[config.mk]
export PLATFORM = sky130hd
export DESIGN_NAME = bcd_adder_top
export DESIGN_NICKNAME = d
export VERILOG_FILES = /design/src/source/bcd_add_pkg.sv /design/src/source/dp_cmd_if.sv /design/src/source/input_sampler.sv /design/src/source/bcd_add_controller.sv /design/src/source/bcd_add_datapath.sv /design/src/source/seven_seg_display.sv /design/src/source/bcd_adder_top.sv
export SDC_FILE = /design/constraint.sdc
export NUM_CORES = 1
export LEC_CHECK = 0
export BUFFER_PORTS_ARGS = -buffer_cell sky130_fd_sc_hd__buf_2
export CAP_MARGIN = 25
export CORE_AREA = 2 2 72 91
export CTS_BUF_LIST = sky130_fd_sc_hd__clkbuf_16
export DETAILED_ROUTE_END_ITERATION = 7
export DIE_AREA = 0 0 74 93
export GPL_TIMING_DRIVEN = 0
export PLACE_DENSITY = 0.73
export SETUP_SLACK_MARGIN = 0.05
export SLEW_MARGIN = 20
export SYNTH_ARGS = -nofsm -noshare
export SYNTH_HDL_FRONTEND = slang
export SYNTH_SLANG_ARGS = --single-unit
[constraint.sdc]
create_clock -name clock -period 3.8 [get_ports clock]
set_input_delay 0.76 -clock clock [delete_from_list [all_inputs] [get_ports clock]]
set_output_delay 0.76 -clock clock [all_outputs]
set_load 0.05 [all_outputs]
[src/source/bcd_add_pkg.sv]
`default_nettype none

// Shared widths, encodings and types of the decimal adder.
package bcd_add_pkg;

	//////////////////////////////
	// Widths.
	//////////////////////////////

	// Switch operand, tens digit on bits 6 to 4.
	localparam int operand_width = 7;
	// One decimal digit.
	localparam int digit_width = 4;
	// One segment pattern, g down to a, active high.
	localparam int seg_width = 7;
	// Phase counter and controller state.
	localparam int phase_width = 2;

	//////////////////////////////
	// Controller state codes.
	//////////////////////////////

	localparam logic [1:0] st_reset_init = 2'd0;
	localparam logic [1:0] st_idle = 2'd1;
	localparam logic [1:0] st_request = 2'd2;
	localparam logic [1:0] st_release = 2'd3;

	// One datapath operation per handshake.
	typedef enum logic [2:0]
	{
		op_init = 3'd0,
		op_load_a = 3'd1,
		op_load_b = 3'd2,
		op_show_low = 3'd3,
		op_show_high = 3'd4
	} dp_op_e;

	// Displayed word, as a raw byte or as two digits.
	typedef union packed
	{
		logic [2*digit_width-1:0] raw;
		struct packed
		{
			logic [digit_width-1:0] tens;
			logic [digit_width-1:0] ones;
		} digits;
	} bcd_pair_u;

endpackage

`default_nettype wire

[src/source/dp_cmd_if.sv]
`timescale 1ns/1ps
`default_nettype none

// Operation link between controller and datapath.
// Four-phase handshake, op held while req or ack is high.
interface dp_cmd_if;

	// Requested operation.
	bcd_add_pkg::dp_op_e op;
	// Level request from the controller.
	logic req;
	// Level acknowledge from the datapath.
	logic ack;
	// Word currently on the display.
	bcd_add_pkg::bcd_pair_u display_word;
	// Ones digit clamp of the last load.
	logic digit_error;

	modport controller
	(
		output op,
		output req,
		input  ack
	);

	modport datapath
	(
		input  op,
		input  req,
		output ack,
		output display_word,
		output digit_error
	);

endinterface

`default_nettype wire

[src/source/input_sampler.sv]
`timescale 1ns/1ps
`default_nettype none

// Brings the switches and the step button into the clock domain.
module input_sampler
(
	input  wire                                 clock,
	input  wire                                 rst_n,
	input  wire  [bcd_add_pkg::operand_width-1:0] switches,
	input  wire                                 step,
	output logic [bcd_add_pkg::operand_width-1:0] sampled_value,
	output logic                                step_pulse
);

	// First stage of the switch synchronizer.
	logic [bcd_add_pkg::operand_width-1:0] switches_meta;
	// Button synchronizer and edge stage.
	logic step_meta;
	logic step_sync;
	logic step_last;

	// Two stages on the switches.
	always_ff @(posedge clock)
	begin
		switches_meta <= switches;
		sampled_value <= switches_meta;
	end

	// Button stages and the registered rising edge.
	always_ff @(posedge clock)
	begin
		if (!rst_n)
		begin
			step_meta <= 1'b0;
			step_sync <= 1'b0;
			step_last <= 1'b0;
			step_pulse <= 1'b0;
		end
		else
		begin
			step_meta <= step;
			step_sync <= step_meta;
			step_last <= step_sync;
			// High for one cycle after the level rises.
			step_pulse <= step_sync & ~step_last;
		end
	end

endmodule

`default_nettype wire

[src/source/bcd_add_controller.sv]
`timescale 1ns/1ps
`default_nettype none

// Phase FSM, one datapath operation per step press.
module bcd_add_controller
(
	input  wire                                 clock,
	input  wire                                 rst_n,
	input  wire                                 step_pulse,
	dp_cmd_if.controller                        cmd,
	output logic [bcd_add_pkg::phase_width-1:0] phase
);

	// Current FSM state.
	logic [1:0] state;
	// Phase that takes effect when the handshake completes.
	logic [bcd_add_pkg::phase_width-1:0] target_phase;
	// Phase that the next step moves to.
	logic [bcd_add_pkg::phase_width-1:0] next_phase;

	// Operation that belongs to each phase.
	function automatic bcd_add_pkg::dp_op_e phase_op
	(
		input logic [bcd_add_pkg::phase_width-1:0] new_phase
	);
		case (new_phase)
			2'd0:    phase_op = bcd_add_pkg::op_load_a;
			2'd1:    phase_op = bcd_add_pkg::op_load_b;
			2'd2:    phase_op = bcd_add_pkg::op_show_low;
			default: phase_op = bcd_add_pkg::op_show_high;
		endcase
	endfunction

	// Wraps from 3 back to 0.
	assign next_phase = phase + 2'd1;

	//////////////////////////////
	// Handshake FSM.
	//////////////////////////////

	always_ff @(posedge clock)
	begin
		if (!rst_n)
		begin
			state <= bcd_add_pkg::st_reset_init;
			cmd.req <= 1'b0;
			cmd.op <= bcd_add_pkg::op_init;
			// Parked on phase 3, so the first step loads A.
			phase <= 2'd3;
			target_phase <= 2'd3;
		end
		else
		begin
			case (state)
				bcd_add_pkg::st_reset_init:
				begin
					// Single clear after reset.
					cmd.op <= bcd_add_pkg::op_init;
					cmd.req <= 1'b1;
					target_phase <= 2'd3;
					state <= bcd_add_pkg::st_request;
				end
				bcd_add_pkg::st_idle:
				begin
					// Steps outside idle are dropped.
					if (step_pulse)
					begin
						cmd.op <= phase_op(next_phase);
						cmd.req <= 1'b1;
						target_phase <= next_phase;
						state <= bcd_add_pkg::st_request;
					end
				end
				bcd_add_pkg::st_request:
				begin
					// Ack seen, drop req and show the new phase.
					if (cmd.ack)
					begin
						cmd.req <= 1'b0;
						phase <= target_phase;
						state <= bcd_add_pkg::st_release;
					end
				end
				default:
				begin
					// Wait for ack to fall.
					if (!cmd.ack)
						state <= bcd_add_pkg::st_idle;
				end
			endcase
		end
	end

endmodule

`default_nettype wire

[src/source/bcd_add_datapath.sv]
`timescale 1ns/1ps
`default_nettype none

// Operand registers, decimal sum and display word.
module bcd_add_datapath
(
	input  wire                                   clock,
	input  wire                                   rst_n,
	input  wire  [bcd_add_pkg::operand_width-1:0] sampled_value,
	dp_cmd_if.datapath                            cmd
);

	// Stored operands as digits.
	logic [bcd_add_pkg::digit_width-1:0] a_tens;
	logic [bcd_add_pkg::digit_width-1:0] a_ones;
	logic [bcd_add_pkg::digit_width-1:0] b_tens;
	logic [bcd_add_pkg::digit_width-1:0] b_ones;
	// Switch value split into digits.
	logic [bcd_add_pkg::digit_width-1:0] in_tens;
	logic [bcd_add_pkg::digit_width-1:0] in_ones;
	logic in_clamped;
	// Sum stages.
	logic [bcd_add_pkg::digit_width:0] ones_raw;
	logic [bcd_add_pkg::digit_width:0] tens_raw;
	logic ones_carry;
	logic tens_carry;
	logic [bcd_add_pkg::digit_width-1:0] sum_ones;
	logic [bcd_add_pkg::digit_width-1:0] sum_tens;
	// New request, not yet acknowledged.
	logic op_fire;

	assign op_fire = cmd.req & ~cmd.ack;

	// Tens digit is 0 to 7, ones digit clamped to 9.
	always_comb
	begin
		in_tens = {1'b0, sampled_value[bcd_add_pkg::operand_width-1:bcd_add_pkg::digit_width]};
		in_clamped = sampled_value[bcd_add_pkg::digit_width-1:0] > 4'd9;
		in_ones = in_clamped ? 4'd9 : sampled_value[bcd_add_pkg::digit_width-1:0];
	end

	//////////////////////////////
	// Decimal sum.
	//////////////////////////////

	always_comb
	begin
		ones_raw = {1'b0, a_ones} + {1'b0, b_ones};
		ones_carry = ones_raw > 5'd9;
		// Add 6 to skip the unused codes, carry goes to tens.
		sum_ones = ones_carry ? ones_raw[3:0] + 4'd6 : ones_raw[3:0];
		tens_raw = {1'b0, a_tens} + {1'b0, b_tens} + {4'd0, ones_carry};
		tens_carry = tens_raw > 5'd9;
		// Largest sum is 158, so hundreds is 0 or 1.
		sum_tens = tens_carry ? tens_raw[3:0] - 4'd10 : tens_raw[3:0];
	end

	// Operand capture.
	always_ff @(posedge clock)
	begin
		if (op_fire)
		begin
			case (cmd.op)
				bcd_add_pkg::op_init:
				begin
					a_tens <= '0;
					a_ones <= '0;
					b_tens <= '0;
					b_ones <= '0;
				end
				bcd_add_pkg::op_load_a:
				begin
					a_tens <= in_tens;
					a_ones <= in_ones;
				end
				bcd_add_pkg::op_load_b:
				begin
					b_tens <= in_tens;
					b_ones <= in_ones;
				end
				default:
				begin
				end
			endcase
		end
	end

	// Acknowledge and display update.
	always_ff @(posedge clock)
	begin
		if (!rst_n)
		begin
			cmd.ack <= 1'b0;
			cmd.display_word <= '0;
			cmd.digit_error <= 1'b0;
		end
		else if (op_fire)
		begin
			cmd.ack <= 1'b1;
			case (cmd.op)
				bcd_add_pkg::op_load_a, bcd_add_pkg::op_load_b:
				begin
					cmd.display_word.digits.tens <= in_tens;
					cmd.display_word.digits.ones <= in_ones;
					cmd.digit_error <= in_clamped;
				end
				bcd_add_pkg::op_show_low:
				begin
					cmd.display_word.digits.tens <= sum_tens;
					cmd.display_word.digits.ones <= sum_ones;
				end
				bcd_add_pkg::op_show_high:
				begin
					cmd.display_word.digits.tens <= 4'd0;
					cmd.display_word.digits.ones <= {3'd0, tens_carry};
				end
				default:
				begin
					cmd.display_word <= '0;
					cmd.digit_error <= 1'b0;
				end
			endcase
		end
		else if (!cmd.req && cmd.ack)
			// Req released, close the handshake.
			cmd.ack <= 1'b0;
	end

endmodule

`default_nettype wire

[src/source/seven_seg_display.sv]
`timescale 1ns/1ps
`default_nettype none

// Registered digit to segment decode for two digits.
module seven_seg_display
(
	input  wire                                clock,
	input  wire                                rst_n,
	input  wire  bcd_add_pkg::bcd_pair_u       display_word,
	output logic [bcd_add_pkg::seg_width-1:0]  seg_tens,
	output logic [bcd_add_pkg::seg_width-1:0]  seg_ones
);

	// Segments g down to a, blank above 9.
	function automatic logic [bcd_add_pkg::seg_width-1:0] digit_segments
	(
		input logic [bcd_add_pkg::digit_width-1:0] digit
	);
		case (digit)
			4'd0:    digit_segments = 7'h3f;
			4'd1:    digit_segments = 7'h06;
			4'd2:    digit_segments = 7'h5b;
			4'd3:    digit_segments = 7'h4f;
			4'd4:    digit_segments = 7'h66;
			4'd5:    digit_segments = 7'h6d;
			4'd6:    digit_segments = 7'h7d;
			4'd7:    digit_segments = 7'h07;
			4'd8:    digit_segments = 7'h7f;
			4'd9:    digit_segments = 7'h6f;
			default: digit_segments = 7'h00;
		endcase
	endfunction

	// One cycle behind the display word.
	always_ff @(posedge clock)
	begin
		if (!rst_n)
		begin
			seg_tens <= '0;
			seg_ones <= '0;
		end
		else
		begin
			seg_tens <= digit_segments(display_word.digits.tens);
			seg_ones <= digit_segments(display_word.digits.ones);
		end
	end

endmodule

`default_nettype wire

[src/source/bcd_adder_top.sv]
`timescale 1ns/1ps
`default_nettype none

// Two-digit decimal adder, board level.
module bcd_adder_top
(
	input  wire                                  clock,
	input  wire                                  rst_n,
	input  wire  [bcd_add_pkg::operand_width-1:0] switches,
	input  wire                                  step,
	output logic [2*bcd_add_pkg::digit_width-1:0] display_value,
	output logic [bcd_add_pkg::seg_width-1:0]    seg_tens,
	output logic [bcd_add_pkg::seg_width-1:0]    seg_ones,
	output logic                                 digit_error,
	output logic [bcd_add_pkg::phase_width-1:0]  phase
);

	// Synchronized operand and step pulse.
	logic [bcd_add_pkg::operand_width-1:0] sampled_value;
	logic step_pulse;

	// Controller to datapath link.
	dp_cmd_if cmd_link();

	input_sampler i_sampler
	(
		.clock         (clock),
		.rst_n         (rst_n),
		.switches      (switches),
		.step          (step),
		.sampled_value (sampled_value),
		.step_pulse    (step_pulse)
	);

	bcd_add_controller i_controller
	(
		.clock      (clock),
		.rst_n      (rst_n),
		.step_pulse (step_pulse),
		.cmd        (cmd_link.controller),
		.phase      (phase)
	);

	bcd_add_datapath i_datapath
	(
		.clock         (clock),
		.rst_n         (rst_n),
		.sampled_value (sampled_value),
		.cmd           (cmd_link.datapath)
	);

	seven_seg_display i_display
	(
		.clock        (clock),
		.rst_n        (rst_n),
		.display_word (cmd_link.display_word),
		.seg_tens     (seg_tens),
		.seg_ones     (seg_ones)
	);

	// Raw byte view and flag at the pins.
	assign display_value = cmd_link.display_word.raw;
	assign digit_error = cmd_link.digit_error;

endmodule

`default_nettype wire

==> results of run 1 <==
layer usage:
layer | track usage | vias up
met2 | 0.329 | 57
li1 | - | 1185
met3 | 0.0603 | 17
met4 | 0.126 | 0
met1 | 0.218 | 1104
met5 | 0 | -
logic make-up (layout without fill, tap and decap cells):
family,count (synthesis),in the layout,synth area share
AOI/OAI and AO/OA,69,69,0.138
and+or+nand+nor,119,119,0.197
adders and majority gates,26,26,0.116
xor gates and xnor gates,5,5,0.0145
muxes,1,1,0.00333
DFF,66,66,0.485
buffers and inverters,34,86,0.0461
worst max-delay path: stages, from the launching register on:
cell      delay [ps]
edfxtp_1         330
ha_2             200
inv_1             60
fa_2             420
or2b_1           260
a21oi_2          160
a21oi_1           80
fa_2             370
fa_2             580
ha_1             160
inv_1             70
ha_4             180
or4_1            490
a31oi_1          130
power groups by stage:
stage | clock (mW) | combinational (mW) | sequential (mW)
floorplan | 0 | 0.159 | 0.810
CTS | 0.812 | 0.259 | 0.772
finish | 0.797 | 0.277 | 0.773
global route | 0.847 | 0.316 | 0.776
detailed placement | 0 | 0.243 | 0.787
global placement | 0 | 0.236 | 0.785
placed cells by master (no fill, tap or decap), types with 2 or more instances in the layout:
cell type	instances
a31oi_1	7
clkbuf_16	9
dfxtp_1	52
nor2_1	46
nand4_1	3
a22oi_1	4
nand3_1	4
and2_1	11
xor2_2	2
clkinvlp_4	3
a21oi_1	27
fa_2	3
o211ai_1	2
buf_4	3
ha_1	21
edfxtp_1	14
or2_2	3
a21o_1	2
nand2_1	22
o21ai_0	14
clkbuf_1	7
xor2_1	2
inv_1	25
nand2b_1	7
nor2b_1	6
nand3b_1	3
nor3b_1	2
or3b_2	2
o21a_1	3
nor3_1	2
buf_2	34
path summary, 6_finish.rpt:
path | slack [ps] | to | depth (start not counted) | from
worst min register to register | 320 | i_sampler.sampled_value[4] | 0 | i_sampler.switches_meta[4]
worst min-delay path | 320 | i_sampler.sampled_value[4] | 0 | i_sampler.switches_meta[4]
worst max register to register | 240 | i_datapath.cmd.display_word[6] | 13 | i_datapath.b_ones[0]
worst max-delay path | 240 | i_datapath.cmd.display_word[6] | 13 | i_datapath.b_ones[0]
final cells by class:
class / instances / share of cell area
repair buffers: 36 / 0.0509
clock inverters: 7 / 0.0193
inverters: 25 / 0.0258
well taps: 85 / 0.0292
clock buffers: 9 / 0.0619
flip-flops and latches: 66 / 0.402
plain buffers: 9 / 0.0124
multi-input cells: 220 / 0.399
metrics by stage:
step	cells	setup WS, ps	hold WS [ps]
2_1_floorplan	320	106	310
3_3_place_gp	439	-154	310
3_5_place_dp	439	-192	312
4_1_cts	456	91.9	325
5_1_grt	457	68.5	327
6_report	457	242	323
flip-flops by register name (all words and copies together), names as in the netlist, 2 cells and up:
register / flops
i_datapath.cmd.display_word: 8
i_display.seg_ones: 7
i_display.seg_tens: 7
i_sampler.sampled_value: 7
i_sampler.switches_meta: 7
i_datapath.a_ones: 4
i_datapath.b_ones: 4
i_controller.cmd.op: 3
i_datapath.a_tens: 3
i_datapath.b_tens: 3
i_controller.phase: 2
i_controller.state: 2
i_controller.target_phase: 2
timing repair:
item                                   CTS  global route
hold buffers                             0             0
gates cloned                             0             0
gates resized for setup                  5             4
endpoints found under the hold margin    0             0
buffers inserted                         1             1
setup endpoints to repair                3             3
pin swaps                                2             2
==> metrics.txt, run 1 <==
Pleak 1.53 nW; Post-synth EDFFs 14; row cnt 32; Setup Skew 4.08 ps; critical path capture point type flop; crit path max fanout 7; Final min period 3560 ps; final instance area 3640 µm²; Hold WC Path Type flop to flop; fin. max-slew vios 0; RSZ-0062 raised after global routing no; htree depth 3; peak supply drop 0.465 mV; top routing layer in use met4; Yosys reg bits 66; Synth warnings 0; slew margin rel. 0.553; CP required 4060 ps; initial antenna violation count 0; largest net degree at the start of global routing 13; Die X 74 µm; CTS buffer count 9; cell internal pwr 1.37 mW; syn_nets 356; diode count 0; Final Util 0.602; area of the multi-input gates 1450 µm²; CTS Buffer Depth 2; Reg area 1460 µm²; Synth top area share 0.346; Placer Congestion 0.920; Port Buffers 34; NetSw 0.478 mW; vias in the first global route 2332; clk slew on worst S/H paths 50 ps; first-pass GRT wire length 10300 µm; wire length per cell 13.0 µm; GRT Overall Usage 0.199; Finish-stage setup viols 0; final hold vios 0; DP Wirelength 4310 µm; count leader, synth dfxtp_1; post-route ant nets 0; DR WL met2 3020 µm; TritonCTS clock tree yes; pwr/cell area 507 nW/µm²; Seq/Total Area, Yosys 0.485; outcome complete, no violations; worst slew pin tran 668 ps; startpoint types flop; root buf cell clkbuf_16; Post-Syn Instances 320; Met1 Wirelength 2510 µm; Post-synth top cells dfxtp_1 (52), nor2_1 (46), a21oi_1 (28); clock sink total 66; crit share post-route 0.936; Synth Cell Area 3010 µm²; total wire length 5950 µm; Starting Density 0.498; switching share of power 0.259; io pins 35; critical path type flop to flop; final global-route overflow total 0; Clk pwr share 0.431; placed cell areas 3290 µm²; Post-synth ARST share 0; die area 6880 µm²; Area Overhead vs Synth 20.9%; Via density 5.17; TritonRoute pass-1 iters 4; Worst Path Arrival 3820 ps; Post-synth top flop dfxtp_1; initial drt markers 152; overall power 1.85 mW; metal3 WL 217 µm; Comb pwr share 0.150; Setup TNS Final 0 ps; Synth area leader dfxtp_1; # fillers 512; top cells by area, synth dfxtp_1 (35%), edfxtp_1 (14%), ha_1 (9.6%), nor2_1 (5.7%), a21oi_1 (4.7%); Worst-Skew Late Latency 330 ps; sequential power share 0.419; Max Fclk 0.281 GHz; Syn Area/Cell 9.41 µm²; Residual DRC 0; vias 2363; core area 6050 µm²; layout net count 403; Die H 93 µm; fraction of layout instances using a drive strength above 1 0.180; Yosys cell types 47; max cap viols 0
(Power assumes the default switching activity.)
==> run 2, diff against run 1 <==
- CTS_BUF_LIST: sky130_fd_sc_hd__clkbuf_16 -> sky130_fd_sc_hd__clkbuf_4 sky130_fd_sc_hd__clkbuf_8 sky130_fd_sc_hd__clkbuf_16
==> metrics.txt, run 2 (same netlist as run 1, synthesis figures left out) <==
Die X 74 µm; die area 6880 µm²; TritonRoute pass-1 iters 5; fraction of layout instances using a drive strength above 1 0.184; clk slew on worst S/H paths 70 ps; diode count 0; critical path's slowest cell fa_2; top routing layer in use met4; CTS Buffer Depth 2; max reg flops 8; Worst Setup SP i_datapath.b_ones[0]; cell repeated most along the worst path fa_2; GRT Overall Usage 0.197; crit path capture i_datapath.cmd.display_word[6]; io pins 35; RSZ-0062 raised after global routing no; cell chain of the critical path ha_2, inv_1, fa_2, or2b_1, a21oi_2, a21oi_1, fa_2, fa_2, ha_1, inv_1, ha_2, or4_1, a31oi_1; Worst Path Arrival 3820 ps; WHS Path Cells 0; core area 6050 µm²; critical path capture point type flop; layout net count 405; clock sink total 66; Reg2Reg Depth 13; htree depth 3; DP Wirelength 4310 µm; crit share post-route 0.930; Via density 5.17; Met1 Wirelength 2470 µm; DR WL met2 2920 µm; post-route ant nets 0; initial antenna violation count 0; TritonCTS clock tree yes; Setup Skew 7.36 ps; CTS buffer count 9; crit path max fanout 7; first-pass GRT wire length 10300 µm; Hold WC Path Type flop to flop; Finish-stage setup viols 0; # fillers 531; Crit Reg-Reg Endpoint i_datapath.cmd.display_word[6]; total wire length 5900 µm; peak supply drop 0.424 mV; hold_sp i_sampler.switches_meta[4]; max cap viols 0; outcome complete, no violations; Worst-Skew Late Latency 350 ps; critical path type flop to flop; Pleak 1.49 nW; Max Fclk 0.283 GHz; final global-route overflow total 0; fin. max-slew vios 0; root buf cell clkbuf_8; vias 2372; Port Buffers 34; Die H 93 µm; Final min period 3530 ps; critical path's largest stage delay 580 ps; startpoint types flop; pwr/cell area 457 nW/µm²; register-to-register setup slack 270 ps; vias in the first global route 2323; commonest non-fill, non-tap cells in the layout dfxtp_1 (52), nor2_1 (46), buf_2 (34); Starting Density 0.498; worst slew pin tran 660 ps; wire length per cell 12.8 µm; final hold vios 0; Residual DRC 0; launching point of the worst reg2reg path i_datapath.b_ones[0]; Final WS setup 267 ps; CP required 4080 ps; DP Worst Slack -192 ps; slew margin rel. 0.559; hold_ws 326 ps; commonest non-fill, non-tap cell in the layout dfxtp_1; initial drt markers 100; row cnt 32; Placer Congestion 0.920; register bank with the most flops i_datapath.cmd.display_word; Area Overhead vs Synth 17.7%; largest net degree at the start of global routing 13; metal3 WL 286 µm
-- run 2: cell count changes in the layout (fill, tap and decap cells not counted), sizes merged --
cell  before  now
buf       38   40
-- run 2: layout make-up --
cell class | instances | area [µm²] | share of cell area
plain buffers | 9 | 45.0 | 0.0127
clock inverters | 7 | 70.1 | 0.0198
inverters | 25 | 93.8 | 0.0265
repair buffers | 38 | 200 | 0.0565
flip-flops and latches | 66 | 1460 | 0.413
multi-input cells | 220 | 1440 | 0.407
well taps | 85 | 106 | 0.0300
clock buffers | 9 | 124 | 0.0350
-- run 2: critical path, delay by kind of cell, from the launching register on --
family / cells / cell delay, ps
adder cells (fa/ha/maj): 6 / 1890
AND/OR/NAND/NOR: 2 / 770
AO/OA/AOI/OAI: 3 / 370
flip-flops: 1 / 340
buffers and inverters: 2 / 110
-- run 2: how the worst min path moves through the flow --
stage | endpoint | slack, ps
2_1_floorplan | i_sampler.sampled_value[0] | 310
4_1_cts | i_sampler.sampled_value[4] | 330
3_5_place_dp | i_sampler.sampled_value[3] | 310
5_1_grt | i_sampler.sampled_value[4] | 330
6_report | i_sampler.sampled_value[4] | 330
3_3_place_gp | i_sampler.sampled_value[4] | 310
-- run 2: metrics by stage --
stage	power [mW]	TNS, ps	instances	util	area (µm²)
floorplan	0.969	0	320	-	3010
global placement	1.02	-236	439	0.544	3290
detailed placement	1.03	-331	439	0.544	3290
CTS	1.61	0	456	0.580	3510
global route	1.69	0	459	0.586	3540
finish	1.62	0	459	0.586	3540
-- run 2: power by group --
group | switching [mW] | internal, mW
Combinational | 0.165 | 0.109
Sequential | 0.0176 | 0.754
Clock | 0.272 | 0.300
Total | 0.454 | 1.16
-- run 2: timing repair --
| item | 4_1_cts | 5_1_grt |
|---|---|---|
| setup buffers | 1 | 3 |
| pin swaps | 2 | 4 |
| endpoints found under the setup margin | 3 | 3 |
| gates cloned | 0 | 0 |
| hold buffers | 0 | 0 |
| gates resized for setup | 5 | 3 |
-- run 2: layer usage --
layer | up-vias | GRT usage
li1 | 1186 | -
met1 | 1103 | 0.214
met2 | 64 | 0.333
met3 | 19 | 0.0614
met4 | 0 | 0.111
met5 | - | 0
==> run 3, diff against run 2 <==
- ABC_AREA: not set -> 1
- CORE_AREA: 2 2 72 91 -> 2 2 70 89
- DIE_AREA: 0 0 74 93 -> 0 0 72 91
- PLACE_DENSITY: 0.73 -> 0.74
==> metrics.txt, run 3 <==
clock sink total 66; CTS Buffer Depth 2; io pins 35; startpoint types flop; Yosys cell types 29; critical path capture point type flop; register bank with the most flops i_datapath.cmd.display_word; Placer Congestion 0.839; simple logic cell fraction of the synthesized area 0.186; largest delay contributor family on the critical path adder cells; core area 5700 µm²; Post-synth top cells nand2_1 (67), dfxtp_1 (52), inv_1 (43); hold_sp i_sampler.switches_meta[5]; Post-synth EDFFs 14; slew margin rel. 0.630; Synth top area share 0.358; final hold vios 0; Area Overhead vs Synth 18.2%; commonest non-fill, non-tap cell in the layout nand2_1; total wire length 5350 µm; crit path max fanout 5; Reg area 1460 µm²; Starting Density 0.509; Worst-Skew Late Latency 340 ps; root buf cell clkbuf_8; clk slew on worst S/H paths 70 ps; initial drt markers 69; commonest non-fill, non-tap cells in the layout nand2_1 (65), dfxtp_1 (52), inv_1 (43); vias in the first global route 2169; Max Fclk 0.282 GHz; peak supply drop 0.352 mV; Via density 5.02; Die X 72 µm; wire length per cell 11.9 µm; DP Wirelength 3900 µm; Finish-stage setup viols 0; CTS buffer count 9; htree depth 3; Post-synth ARST share 0; XOR/XNOR Fraction of Synth Area 0.00560; Synth Cell Area 2900 µm²; Worst Path Arrival 3830 ps; Pleak 1.60 nW; first-pass GRT wire length 9160 µm; final global-route overflow total 0; WP buf/inv 3; die area 6550 µm²; overall power 2.03 mW; Residual DRC 0; Post-Syn Instances 333; Yosys reg bits 66; diode count 0; Synth Area in Compound Gates 0.115; max cap viols 0; proportion of synthesized area in mux cells 0; worst slew pin tran 550 ps; CP required 4080 ps; area of the multi-input gates 1280 µm²; initial antenna violation count 0; Synth Area in Adders 0.120; largest net degree at the start of global routing 13; max reg flops 8; Setup Skew 11.8 ps; TritonCTS clock tree yes; critical path's largest stage delay 400 ps; Port Buffers 33; Synth warnings 0; main combinational cell family by area after synthesis simple AND/OR/NAND/NOR gates; Seq/Total Area, Yosys 0.503; pwr/cell area 592 nW/µm²; row cnt 31; Final min period 3550 ps; fin cells 451; fin. max-slew vios 0; # fillers 488; dpl cells 432; Worst Setup SP i_datapath.b_ones[0]; crit share post-route 0.934; Post-synth top flop dfxtp_1; Synth area leader dfxtp_1; Hold WC Path Type flop to flop; RSZ-0062 raised after global routing no; count leader, synth nand2_1; GRT Overall Usage 0.181; Die H 91 µm; critical path's slowest cell fa_2; post-route ant nets 0; syn_nets 369; outcome complete, no violations; top cells by area, synth dfxtp_1 (36%), edfxtp_1 (14%), ha_1 (9.9%), nand2_1 (8.7%), inv_1 (5.6%); cell chain of the critical path ha_2, inv_1, fa_2, or2_1, nand3_2, nand3_2, nand2_2, inv_1, fa_2, fa_2, xor2_2, ha_1, inv_1, ha_4, nand2_4, nand2_1, nand2_1, o21ai_1, nand2_1, a21oi_2; layout net count 416; TritonRoute pass-1 iters 4; fraction of layout instances using a drive strength above 1 0.210; vias 2262; Syn Area/Cell 8.72 µm²; launching point of the worst reg2reg path i_datapath.b_ones[0]; critical path type flop to flop
## run 3: changes by cell type in the layout (fill, tap and decap cells not counted), sizes merged, moves of 5 or more
| cell | delta |
|---|---|
| inv | +23 |
| a31oi | -6 |
| nand2 | +46 |
| nand2b | -7 |
| nor2 | -16 |
| o21ai | +5 |
| nor2b | -6 |
| a21oi | +6 |
| nand3 | +18 |
| and2 | -11 |
## run 3: path summary, 6_finish.rpt
check	to	slack, ps	depth (start not counted)
setup / recovery	i_datapath.cmd.display_word[5]	250	20
hold / removal	i_sampler.sampled_value[5]	330	0
setup reg to reg	i_datapath.cmd.display_word[5]	250	20
hold reg to reg	i_sampler.sampled_value[5]	330	0
## run 3: cell families after synthesis
group | Yosys count
flip-flops | 66
adder cells (fa/ha/maj) | 26
XOR/XNOR | 1
AND/OR/NAND/NOR | 127
AO/OA/AOI/OAI | 60
buffers and inverters | 53
## run 3: where the power goes
group          switching (mW)  internal, mW
Clock                   0.267         0.335
Sequential             0.0313         0.794
Combinational           0.401         0.203
## run 3: layout make-up
cell class,instances,share of cell area
inverters,49,0.0543
flip-flops and latches,66,0.426
clock inverters,4,0.00875
well taps,66,0.0241
multi-input cells,214,0.374
clock buffers,12,0.0547
plain buffers,4,0.00510
repair buffers,36,0.0532
## run 3: metrics by stage
step           area, µm²  setup slack (ps)   util  setup TNS (ps)  hold slack, ps
6_report            3430               250  0.602               0             327
5_1_grt             3430              38.5  0.602               0             344
4_1_cts             3390              70.5  0.594               0             330
3_5_place_dp        3150              -221  0.553            -673             315
3_3_place_gp        3150              -127  0.553            -243             311
2_1_floorplan       2900               149      -               0             310
## run 3: per-layer routing
metal / routed length (µm) / track usage
met4: 103 / 0.0896
met5: 0 / 0
met3: 214 / 0.0533
met2: 2730 / 0.313
met1: 2300 / 0.196
## run 3: repair_timing
item                       4_1_cts  5_1_grt
gates cloned                     0        0
resized for setup                7        5
buffers inserted                 0        1
hold buffers                     0        0
pin swaps                        0        2
setup endpoints to repair        4        4
